**config.mk**
```make
export PLATFORM = sky130hd
export DESIGN_NAME = csr_upsize_top
export DESIGN_NICKNAME = d
export VERILOG_FILES = /design/src/csr_bus_pkg.sv /design/src/csr_map_pkg.sv /design/src/csr_wide_if.sv /design/src/csr_upsize_top.sv /design/src/csr_resp.sv /design/src/csr_reg_bank.sv /design/src/csr_decode.sv /design/src/csr_upsizer.sv
export SDC_FILE = /design/constraint.sdc
export NUM_CORES = 1
export LEC_CHECK = 0
export BUFFER_PORTS_ARGS = -buffer_cell sky130_fd_sc_hd__buf_4
export CORE_MARGIN = 2
export CORE_UTILIZATION = 62
export DETAILED_ROUTE_END_ITERATION = 7
export PLACE_DENSITY = 0.8
export SLEW_MARGIN = 0
export SYNTH_ARGS = -nofsm -noshare
export SYNTH_HDL_FRONTEND = slang
export SYNTH_SLANG_ARGS = --single-unit
```
**constraint.sdc**
```tcl
create_clock -name i_clk -period 3.15 [get_ports i_clk]
set_input_delay 0.63 -clock i_clk [delete_from_list [all_inputs] [get_ports i_clk]]
set_output_delay 0.63 -clock i_clk [all_outputs]
set_load 0.05 [all_outputs]
```
**src/csr_bus_pkg.sv**
```systemverilog
// Bus level definitions for the CSR upsizer.
// Narrow and wide data widths, byte enable and address types,
// the derived lane constants and the command encoding.
package csr_bus_pkg;

  localparam int NARROW_WIDTH   = 32;
  localparam int WIDE_WIDTH     = 64;
  localparam int ADDR_WIDTH     = 16;
  localparam int WORD_INDEX_LSB = 2;   // First address bit above the narrow word.

  // Lane geometry, derived from the two widths.
  localparam int NARROW_BYTES     = NARROW_WIDTH / 8;
  localparam int WIDE_BYTES       = WIDE_WIDTH / 8;
  localparam int LANE_COUNT       = WIDE_WIDTH / NARROW_WIDTH;
  localparam int WORD_INDEX_WIDTH = $clog2(LANE_COUNT);

  typedef logic [NARROW_WIDTH-1:0]     narrow_data_t;
  typedef logic [WIDE_WIDTH-1:0]       wide_data_t;
  typedef logic [NARROW_BYTES-1:0]     narrow_byteen_t;
  typedef logic [WIDE_BYTES-1:0]       wide_byteen_t;
  typedef logic [ADDR_WIDTH-1:0]       csr_addr_t;
  typedef logic [WORD_INDEX_WIDTH-1:0] word_index_t;

  typedef enum logic [1:0] {
    CSR_READ     = 2'd0,
    CSR_WRITE    = 2'd1,   // Posted, no response.
    CSR_WRITE_NP = 2'd2    // Non-posted, answered with a response.
  } csr_cmd_t;

endpackage
```
**src/csr_map_pkg.sv**
```systemverilog
// Register map of the CSR bank.
// Register count and index type, address limit of the map,
// the identity register and the reset value of the others.
package csr_map_pkg;

  localparam int REG_COUNT       = 8;
  localparam int REG_INDEX_WIDTH = $clog2(REG_COUNT);
  localparam int REG_INDEX_LSB   = 3;   // One 64-bit register per 8 bytes.

  // Register index, address bits 5 to 3.
  typedef logic [REG_INDEX_WIDTH-1:0] reg_index_t;

  // First byte address past the last register.
  localparam csr_bus_pkg::csr_addr_t MAP_LIMIT = 16'h0040;

  // Read-only identity register.
  localparam reg_index_t ID_REG_INDEX = 3'd7;
  localparam csr_bus_pkg::wide_data_t ID_VALUE = 64'hC5A0_0001_0000_0064;

  localparam csr_bus_pkg::wide_data_t REG_RESET_VALUE = '0;

endpackage

```
**src/csr_wide_if.sv**
```systemverilog
// Wide CSR command and response interface.
// Modports for the master side, the slave side and a command monitor.
interface csr_wide_if;

  // Command half.
  logic                       mcmd_valid;
  csr_bus_pkg::csr_cmd_t      mcmd;
  csr_bus_pkg::csr_addr_t     maddr;
  csr_bus_pkg::wide_data_t    mdata;
  csr_bus_pkg::wide_byteen_t  mdata_byteen;
  logic [3:0]                 mlength;      // Single beat only, tied to zero.
  logic                       mdata_valid;
  logic                       mdata_last;
  logic                       scmd_accept;

  // Response half.
  logic                       sresp_valid;
  csr_bus_pkg::wide_data_t    sresp_data;
  logic                       sresp_error;
  logic                       mresp_accept;

  modport master (
    output mcmd_valid, mcmd, maddr, mdata, mdata_byteen,
    output mlength, mdata_valid, mdata_last, mresp_accept,
    input  scmd_accept, sresp_valid, sresp_data, sresp_error
  );

  modport slave (
    input  mcmd_valid, mcmd, maddr, mdata, mdata_byteen,
    input  mlength, mdata_valid, mdata_last, mresp_accept,
    output scmd_accept, sresp_valid, sresp_data, sresp_error
  );

  modport monitor (
    input mcmd_valid, mcmd, maddr, mdata, mdata_byteen, mlength, mdata_valid, mdata_last
  );

endinterface

```
**src/csr_upsize_top.sv**
```systemverilog
// Top level of the CSR upsizer subsystem.
// Narrow command and response ports, the upsizer and the wide
// side decode, register bank and response stages.
module csr_upsize_top (
  input  logic                        i_clk,
  input  logic                        i_rst_n,
  input  logic                        i_cmd_valid,
  output logic                        o_cmd_accept,
  input  csr_bus_pkg::csr_cmd_t       i_cmd,
  input  csr_bus_pkg::csr_addr_t      i_addr,
  input  csr_bus_pkg::narrow_data_t   i_data,
  input  csr_bus_pkg::narrow_byteen_t i_byteen,
  output logic                        o_resp_valid,
  input  logic                        i_resp_accept,
  output csr_bus_pkg::narrow_data_t   o_resp_data,
  output logic                        o_resp_error
);

  csr_wide_if wide_if ();

  csr_map_pkg::reg_index_t reg_index;
  logic                    range_error;
  logic                    read_only;
  logic                    cmd_fire;
  csr_bus_pkg::wide_data_t read_data;

  csr_upsizer u_upsizer (
    .i_clk         (i_clk),
    .i_rst_n       (i_rst_n),
    .i_cmd_valid   (i_cmd_valid),
    .o_cmd_accept  (o_cmd_accept),
    .i_cmd         (i_cmd),
    .i_addr        (i_addr),
    .i_data        (i_data),
    .i_byteen      (i_byteen),
    .o_resp_valid  (o_resp_valid),
    .i_resp_accept (i_resp_accept),
    .o_resp_data   (o_resp_data),
    .o_resp_error  (o_resp_error),
    .wide_if       (wide_if.master)
  );

  csr_decode u_decode (
    .wide_if       (wide_if.monitor),
    .o_reg_index   (reg_index),
    .o_range_error (range_error),
    .o_read_only   (read_only)
  );

  csr_reg_bank u_reg_bank (
    .i_clk         (i_clk),
    .i_rst_n       (i_rst_n),
    .wide_if       (wide_if.monitor),
    .i_reg_index   (reg_index),
    .i_range_error (range_error),
    .i_read_only   (read_only),
    .i_cmd_fire    (cmd_fire),
    .o_read_data   (read_data)
  );

  csr_resp u_resp (
    .i_clk         (i_clk),
    .i_rst_n       (i_rst_n),
    .wide_if       (wide_if.slave),
    .i_read_data   (read_data),
    .i_range_error (range_error),
    .o_cmd_fire    (cmd_fire)
  );

endmodule

```
**src/csr_resp.sv**
```systemverilog
// Wide side response register.
// Command accept from occupancy, the command fire strobe,
// and a held response for reads and non-posted writes.
module csr_resp (
  input  logic                    i_clk,
  input  logic                    i_rst_n,
  csr_wide_if.slave               wide_if,
  input  csr_bus_pkg::wide_data_t i_read_data,
  input  logic                    i_range_error,
  output logic                    o_cmd_fire
);

  logic                    resp_valid_q;
  csr_bus_pkg::wide_data_t resp_data_q;
  logic                    resp_error_q;
  logic                    resp_fire;
  logic                    resp_load;

  assign resp_fire = resp_valid_q && wide_if.mresp_accept;

  // Free slot, or the slot empties this cycle.
  assign wide_if.scmd_accept = !resp_valid_q || resp_fire;
  assign o_cmd_fire          = wide_if.mcmd_valid && wide_if.scmd_accept;

  // Posted writes leave no response.
  assign resp_load = o_cmd_fire
                  && (wide_if.mcmd inside {csr_bus_pkg::CSR_READ, csr_bus_pkg::CSR_WRITE_NP});

  always_ff @(posedge i_clk or negedge i_rst_n) begin
    if (!i_rst_n) begin
      resp_valid_q <= 1'b0;
    end else if (resp_load) begin
      resp_valid_q <= 1'b1;
    end else if (resp_fire) begin
      resp_valid_q <= 1'b0;
    end
  end

  always_ff @(posedge i_clk) begin
    if (resp_load) begin
      resp_error_q <= i_range_error;
      // Read data only for a good read.
      resp_data_q  <= (wide_if.mcmd == csr_bus_pkg::CSR_READ && !i_range_error) ? i_read_data
                    : '0;
    end
  end

  assign wide_if.sresp_valid = resp_valid_q;
  assign wide_if.sresp_data  = resp_data_q;
  assign wide_if.sresp_error = resp_error_q;

endmodule

```
**src/csr_reg_bank.sv**
```systemverilog
// CSR register storage.
// Registers 0 to 6 with byte-masked writes, the fixed identity
// value at index 7, combinational read data.
module csr_reg_bank (
  input  logic                    i_clk,
  input  logic                    i_rst_n,
  csr_wide_if.monitor             wide_if,
  input  csr_map_pkg::reg_index_t i_reg_index,
  input  logic                    i_range_error,
  input  logic                    i_read_only,
  input  logic                    i_cmd_fire,
  output csr_bus_pkg::wide_data_t o_read_data
);

  localparam int RW_COUNT = csr_map_pkg::REG_COUNT - 1;   // All but the identity register.

  csr_bus_pkg::wide_data_t regs_q [RW_COUNT];
  logic                    write_en;

  // Both write flavours update, illegal targets are dropped.
  assign write_en = i_cmd_fire
                 && (wide_if.mcmd inside {csr_bus_pkg::CSR_WRITE, csr_bus_pkg::CSR_WRITE_NP})
                 && !i_range_error
                 && !i_read_only;

  always_ff @(posedge i_clk or negedge i_rst_n) begin
    if (!i_rst_n) begin
      for (int r = 0; r < RW_COUNT; r++) begin
        regs_q[r] <= csr_map_pkg::REG_RESET_VALUE;
      end
    end else if (write_en) begin
      for (int b = 0; b < csr_bus_pkg::WIDE_BYTES; b++) begin
        if (wide_if.mdata_byteen[b]) begin
          regs_q[i_reg_index][8*b +: 8] <= wide_if.mdata[8*b +: 8];
        end
      end
    end
  end

  // Value before any write at this edge.
  always_comb begin
    if (i_read_only) begin
      o_read_data = csr_map_pkg::ID_VALUE;
    end else begin
      o_read_data = regs_q[i_reg_index];
    end
  end

endmodule

```
**src/csr_decode.sv**
```systemverilog
// Address decode for the wide CSR command.
// Register index, out-of-map error and read-only flag.
module csr_decode (
  csr_wide_if.monitor           wide_if,
  output csr_map_pkg::reg_index_t o_reg_index,
  output logic                    o_range_error,
  output logic                    o_read_only
);

  csr_map_pkg::reg_index_t reg_index;

  // Index comes from the 8-byte register slot.
  assign reg_index =
    wide_if.maddr[csr_map_pkg::REG_INDEX_LSB +: csr_map_pkg::REG_INDEX_WIDTH];

  assign o_reg_index   = reg_index;
  assign o_range_error = wide_if.maddr >= csr_map_pkg::MAP_LIMIT;   // Past the last register.

  // The identity register ignores writes.
  assign o_read_only = reg_index == csr_map_pkg::ID_REG_INDEX;

endmodule

```
**src/csr_upsizer.sv**
```systemverilog
// Narrow to wide CSR upsizer.
// Replicates write data into both lanes, steers byte enables,
// keeps one non-posted command outstanding and picks the response lane.
module csr_upsizer (
  input  logic                        i_clk,
  input  logic                        i_rst_n,
  input  logic                        i_cmd_valid,
  output logic                        o_cmd_accept,
  input  csr_bus_pkg::csr_cmd_t       i_cmd,
  input  csr_bus_pkg::csr_addr_t      i_addr,
  input  csr_bus_pkg::narrow_data_t   i_data,
  input  csr_bus_pkg::narrow_byteen_t i_byteen,
  output logic                        o_resp_valid,
  input  logic                        i_resp_accept,
  output csr_bus_pkg::narrow_data_t   o_resp_data,
  output logic                        o_resp_error,
  csr_wide_if.master                  wide_if
);

  logic                     wait_for_response;
  csr_bus_pkg::word_index_t word_index;
  csr_bus_pkg::word_index_t word_index_q;   // Lane of the outstanding command.
  logic                     cmd_fire;
  logic                     cmd_non_posted;
  logic                     resp_fire;

  assign cmd_fire       = i_cmd_valid && o_cmd_accept;
  assign cmd_non_posted = i_cmd inside {csr_bus_pkg::CSR_READ, csr_bus_pkg::CSR_WRITE_NP};
  assign resp_fire      = o_resp_valid && i_resp_accept;

  // Live lane for a new command, stored lane while a response is due.
  assign word_index = wait_for_response ? word_index_q
                    : i_addr[csr_bus_pkg::WORD_INDEX_LSB +: csr_bus_pkg::WORD_INDEX_WIDTH];

  always_ff @(posedge i_clk) begin
    if (cmd_fire && cmd_non_posted) begin
      word_index_q <= word_index;
    end
  end

  always_ff @(posedge i_clk or negedge i_rst_n) begin
    if (!i_rst_n) begin
      wait_for_response <= 1'b0;
    end else if (resp_fire) begin
      wait_for_response <= 1'b0;
    end else if (cmd_fire && cmd_non_posted) begin
      wait_for_response <= 1'b1;
    end
  end

  // Command path, blocked while a response is outstanding.
  assign o_cmd_accept       = !wait_for_response && wide_if.scmd_accept;
  assign wide_if.mcmd_valid = !wait_for_response && i_cmd_valid;
  assign wide_if.mcmd       = i_cmd;
  assign wide_if.maddr      = i_addr;
  assign wide_if.mdata      = {csr_bus_pkg::LANE_COUNT{i_data}};   // Same word in every lane.

  always_comb begin
    wide_if.mdata_byteen = '0;
    wide_if.mdata_byteen[csr_bus_pkg::NARROW_BYTES*word_index +: csr_bus_pkg::NARROW_BYTES] =
      i_byteen;
  end

  // Single-beat commands.
  assign wide_if.mlength     = '0;
  assign wide_if.mdata_valid = 1'b0;
  assign wide_if.mdata_last  = 1'b0;

  // Response path, open only for the command we are waiting on.
  assign wide_if.mresp_accept = wait_for_response && i_resp_accept;
  assign o_resp_valid         = wait_for_response && wide_if.sresp_valid;
  assign o_resp_error         = wide_if.sresp_error;
  assign o_resp_data          =
    wide_if.sresp_data[csr_bus_pkg::NARROW_WIDTH*word_index +: csr_bus_pkg::NARROW_WIDTH];

endmodule

```
* After elaboration in Yosys (flattened, before gate mapping)
Index checks and enable logic that the tools add are counted.
Widths: inputs -> output; s select.
** Word-level totals
- Word-level logic and storage cells :: 100
- Bits in registers :: 516
- Output and inout port bits :: 35
- Input bits :: 58
** Cells by class
- Shift-type cells :: 3
- Bitwise operators :: 3
- Multiplexer cells :: 48
- Equality and inequality tests :: 3
- Reductions and logical operators :: 26
- Order comparisons :: 3
- Add/sub/neg operators :: 1
** Operators with widths (count)
- $mux 448 :: 15
- $bwmux 448 :: 8
- $demux 64 s3 :: 8
- $mux 64 :: 4
- $bmux 64 s3 :: 1
- $shiftx 64x7->32 :: 1
- $mux 56 :: 1
- $mux 48 :: 1
- $mux 40 :: 1
- $neg 3->34 :: 1
- $shift 4x34->8 const A :: 1
- $shiftx 4x34->8 :: 1
- $mux 32 :: 1
- $mux 24 :: 1
- $ge 16x7->1 const B :: 1
- $mux 16 :: 1
- $logic_and 1x1->1 :: 15
- $and 8x8->8 :: 1
- $mux 8 :: 1
- $reduce_bool 2->1 :: 4
- $mux 1 :: 5
- $ge 4x4->1 const B :: 1
- $logic_not 1->1 :: 4
- $lt 4x1->1 const B :: 1
- 8 further kinds :: 8

* Logic depth before layout (Yosys ltp)
- Word-level depth :: 28
- Mapped depth :: 8
- Mapped depth without buffers :: 6

* Cells and area by module
From an unflattened synthesis, not the netlist that was laid out.
** Second synthesis, totals
- Cells, all modules :: 1800
- Area, all modules :: 24354.6 µm²
** Modules (own cells, without submodules)
- csr_reg_bank :: cells an instance 1505, seq. area each 11210.8 µm², area each 20543.5 µm², times used 1
- csr_resp :: cells an instance 142, seq. area each 1976.9 µm², area each 2506.2 µm², times used 1
- csr_upsizer :: cells an instance 145, seq. area each 55.1 µm², area each 1255.0 µm², times used 1
- csr_decode :: cells an instance 8, seq. area each 0.0 µm², area each 50.0 µm², times used 1

* Worst setup path after synthesis
OpenSTA, ideal clock, no wires.
- Path type :: input -> register
- Start :: in i_cmd_valid
- End :: reg u_resp.resp_data_q[0] (netlist: u_resp.wide_if.sresp_data[0]), enable pin
- Required time :: 2722 ps
- Cell stages on the path :: 3
- Path buffers :: 1
- Setup time :: 428 ps
- Slack :: 165 ps
- Data arrival time :: 2557 ps
- Cells stage by stage :: nor3b_1 buf_2 o21a_1
** On the way
- Cells in the longest elaborated chain, start to end :: 3
** Ends and longest elaborated chain
- start: declaration :: line csr_upsize_top.sv:7 : input logic i_cmd_valid,
- $logic_and 1x1->1 :: line csr_upsizer.sv:53 : assign wide_if.mcmd_valid = !wait_for_response && i_cmd_valid;
- $logic_and 1x1->1 :: line csr_resp.sv:23 : assign o_cmd_fire = wide_if.mcmd_valid && wide_if.scmd_accept;
- $logic_and 1x1->1 :: line csr_resp.sv:27 : && (wide_if.mcmd inside {csr_bus_pkg::CSR_READ, csr_bus_pkg::CSR_WRITE_NP});
- named net u_resp.resp_load :: line csr_resp.sv:17 : logic resp_load;
- end signal: assignment :: line csr_resp.sv:43 : resp_data_q <= (wide_if.mcmd == csr_bus_pkg::CSR_READ && !i_range_error) ? i_read_data
- end: declaration :: line csr_resp.sv:14 : csr_bus_pkg::wide_data_t resp_data_q;
The timed path passes the listed nets, and every way through them passes these cells.
A chain may end at the register's enable or synchronous reset.

* Final worst setup path
- Start :: reg u_upsizer.wait_for_response
- End :: out o_resp_data[21]
** On the way
- Cells in the longest elaborated chain, start to end :: 2
** Ends and longest elaborated chain
- start: declaration :: line csr_upsizer.sv:20 : logic wait_for_response;
- start signal: assignment :: line csr_upsizer.sv:43 : wait_for_response <= 1'b0;
- start signal: assignment :: line csr_upsizer.sv:45 : wait_for_response <= 1'b0;
- start signal: assignment :: line csr_upsizer.sv:47 : wait_for_response <= 1'b1;
- $mux 1 :: line csr_upsizer.sv:32 : assign word_index = wait_for_response ? word_index_q
- $shiftx 64x7->32 :: line csr_upsizer.sv:74 : wide_if.sresp_data[csr_bus_pkg::NARROW_WIDTH*word_index +: csr_bus_pkg::NARROW_WIDTH];
- end: declaration :: line csr_upsize_top.sv:15 : output csr_bus_pkg::narrow_data_t o_resp_data,
Every way passes these cells.

==> results.ini <==
[drt]
drt-total-wl_mm = 61.6
wl_per_cell_um = 26.3
drtPass1Iterations = 7
vias = 15300
routed_via_density = 6.52
antenna_left = 0
drt_iter0_markers = 1233
drc_errors = 0

[floorplanning]
dieHeight_um = 197
core_mm2 = 0.0366
die_area_mm2 = 0.0387
start_util_pct = 62.9
io-pin-count = 93
rows = 70
die_x_um = 197

[yosys]
synth_edf_count = 66
ys_top_cells_by_area = dfrtp_1 49%, mux2_2 23%, edfxtp_1 8.6%
yosysWarnings = 0
synthArstFlopShare_pct = 87.2
syn_area_mm2 = 0.0230
synth_nets = 1737
synth.avg_cell_area_um2 = 13.7
ys_ff_latch = 516
ys_seq_area_share_pct = 57.5
synthFlopType = dfrtp_1
synth_cells = 1677
ys_types = 51
synth_top_cell_area_share_pct = 48.9
post-synth-top-area-cell = dfrtp_1

[layout]
diodes = 0
drive_gt1_share_pct = 45.6
syn_to_final_growth_pct = 15.8
num-nets-final = 1888

[cts]
clk_pin_slew_worst_paths_ns = 0.06
numCtsBuffers = 52
cts_hold_buf = 0
post_cts_buffers = 0
cts.sinks = 516
post_cts_resized = 0
cts_tree = done
clk_latency_ns = 0.58
root_buffer = clkbuf_16
htree_levels = 2
clockBufferDepth = 3

[placed_design]
dp_hpwl_mm = 36.7
gp_congestion = 0.811
place.port_buffers = 90
dp_slack_ns = 0.193

[grt]
grt_first_pass_wirelength_mm = 94.6
grt-ovfl-total = 0
grt_max_degree = 98
grt_usage_pct = 32.6
use_met1_pct = 44.5
gr-usage-met2_pct = 51.6
busiest_layer = met2
met3_usage_pct = 7.58
antenna_found_initial = 0
grt_pass1_vias = 15800

[critical_path]
critical_path_arrival_ns = 2.35
endpoint_kind = output port
worst-setup-path-type = reg2out
cp.depth = 6
critPathBufInv = 3
critical_path.startpoint_type = flip-flop
cp.required_ns = 2.52
crit_family = buffers and inverters
path_max_fanout = 14
crit_path_max_incr_delay_ns = 0.47
rr_worst_depth = 6
path_cells = mux2i_4, inv_2, buf_4, nand2_1, nand2_1, buf_4
slowest_stage = dfrtp_1

[sta]
clock_skew_ns = 0.00888
worstMarginPinSlew_ns = 1.10
relSlewSlack_pct = 26.5
min_period_over_period_pct = 94.5
worst_slack_ns = 0.173
timing.final.crit_period_ns = 2.98
timing.fmax_mhz = 336
slew_viol_final = 0
hold_viol = 0
setup_viol = 0
grt_setup_unrepaired = no
tns_ns = 0

[pwr]
p_per_area_mw_per_mm2 = 566
p_leak_uw = 0.0125
ir_drop_v = 0.000530

[min_path]
hold_class = in2async

[run]
drv_cap = 0

[run_status]
status = completed

cells by family after synthesis:
kind of cell | after synthesis | share of synthesized area (%)
muxes | 530 | 26.2
DFF | 516 | 57.5
and+or+nand+nor | 290 | 7.26
AOI/OAI and AO/OA | 232 | 7.11
buffers and inverters | 107 | 1.84
adders and majority gates | 2 | 0.109
through the flow:
| stage | util, % | cell area (um2) | hold WS (ns) | power [uW] | instances |
|---|---|---|---|---|---|
| after floorplan | - | 23000 | 0.334 | 8030 | 1677 |
| final | 72.8 | 26700 | 0.101 | 15100 | 2338 |
| after CTS | 72.8 | 26700 | 0.135 | 15100 | 2338 |
| after detailed placement | 68.0 | 24900 | 0.487 | 8850 | 2242 |
| after global routing | 72.8 | 26700 | 0.131 | 15500 | 2338 |
| after global placement | 68.0 | 24900 | 0.463 | 8820 | 2242 |
worst paths after layout:
check                                                         from                                      end  slack (ns)
max                        u_upsizer.wait_for_response$_DFFE_PN0P_                          o_resp_data[21]        0.17
min                                                        i_rst_n       u_reg_bank.regs_q[430]$_DFFE_PN0P_        0.10
max reg2reg                u_upsizer.wait_for_response$_DFFE_PN0P_        u_reg_bank.regs_q[67]$_DFFE_PN0P_        0.67
min reg2reg                     u_reg_bank.regs_q[167]$_DFFE_PN0P_       u_reg_bank.regs_q[167]$_DFFE_PN0P_        0.49
max in group asynchronous                                  i_rst_n        u_reg_bank.regs_q[61]$_DFFE_PN0P_        2.18
min in group i_clk                                   i_resp_accept  u_upsizer.wait_for_response$_DFFE_PN0P_        0.35
worst register-to-register path: stages, from the launching register on:
cell and delay (ns):
dfrtp_1 0.50, mux2i_4 0.34, buf_12 0.31, nand2_2 0.32, nor3_4 0.33, buf_4 0.21, mux2_2 0.36
placed cells by master, fill, tap and decap left out, types with 13 or more instances in the layout:
cell	n
mux2_2	470
a21oi_1	35
clkinv_2	13
nor2_2	42
clkbuf_16	55
mux2i_1	48
a22oi_1	89
nand2_1	112
nor2_1	45
dfrtp_1	450
a221oi_1	15
o2bb2ai_1	15
buf_4	187
a31oi_1	44
edfxtp_1	66
power by group:
| part | total, uW | internal, uW | switching [uW] |
|---|---|---|---|
| sequential | 6910 | 6860 | 47.5 |
| clock | 6350 | 3760 | 2580 |
| combinational | 1820 | 456 | 1370 |
layout make-up:
cell class,instances,area [um2]
flip-flops and latches,516,13200
inverters,5,18.8
clock inverters,21,208
fillers,2356,9950
clock buffers,75,1560
repair buffers,199,1640
well taps,468,586
multi-input cells,1054,9410
registers in the layout, summed over array words and instances, names as in the netlist:
register	cells
u_reg_bank.regs_q	448
u_resp.wide_if.sresp_data	64
u_resp.wide_if.sresp_error	1
u_resp.wide_if.sresp_valid	1
u_upsizer.wait_for_response	1
u_upsizer.word_index_q	1
metal layers:
layer / up-vias / wire length, um
li1: 6479 / -
met1: 7913 / 24900
met2: 722 / 29000
met3: 140 / 5490
met4: 0 / 2140
met5: - / 0
Yosys cell counts (4+ instances only):
master,number
a21o_1,4
a21oi_1,35
a221oi_1,15
a22oi_1,89
a31oi_1,44
and2_1,4
buf_1,6
buf_2,11
clkbuf_1,84
dfrtp_1,450
edfxtp_1,66
mux2_2,470
mux2i_1,48
mux4_2,10
nand2_1,112
nand2b_1,11
nand3_1,5
nand3_2,7
nand4_2,6
nor2_1,45
nor2_2,42
nor2b_1,12
nor3_1,11
nor3_4,11
o21ai_0,8
o221ai_1,8
o2bb2ai_1,15
or2_2,5
No activity file was read; power rests on OpenSTA's default activity.
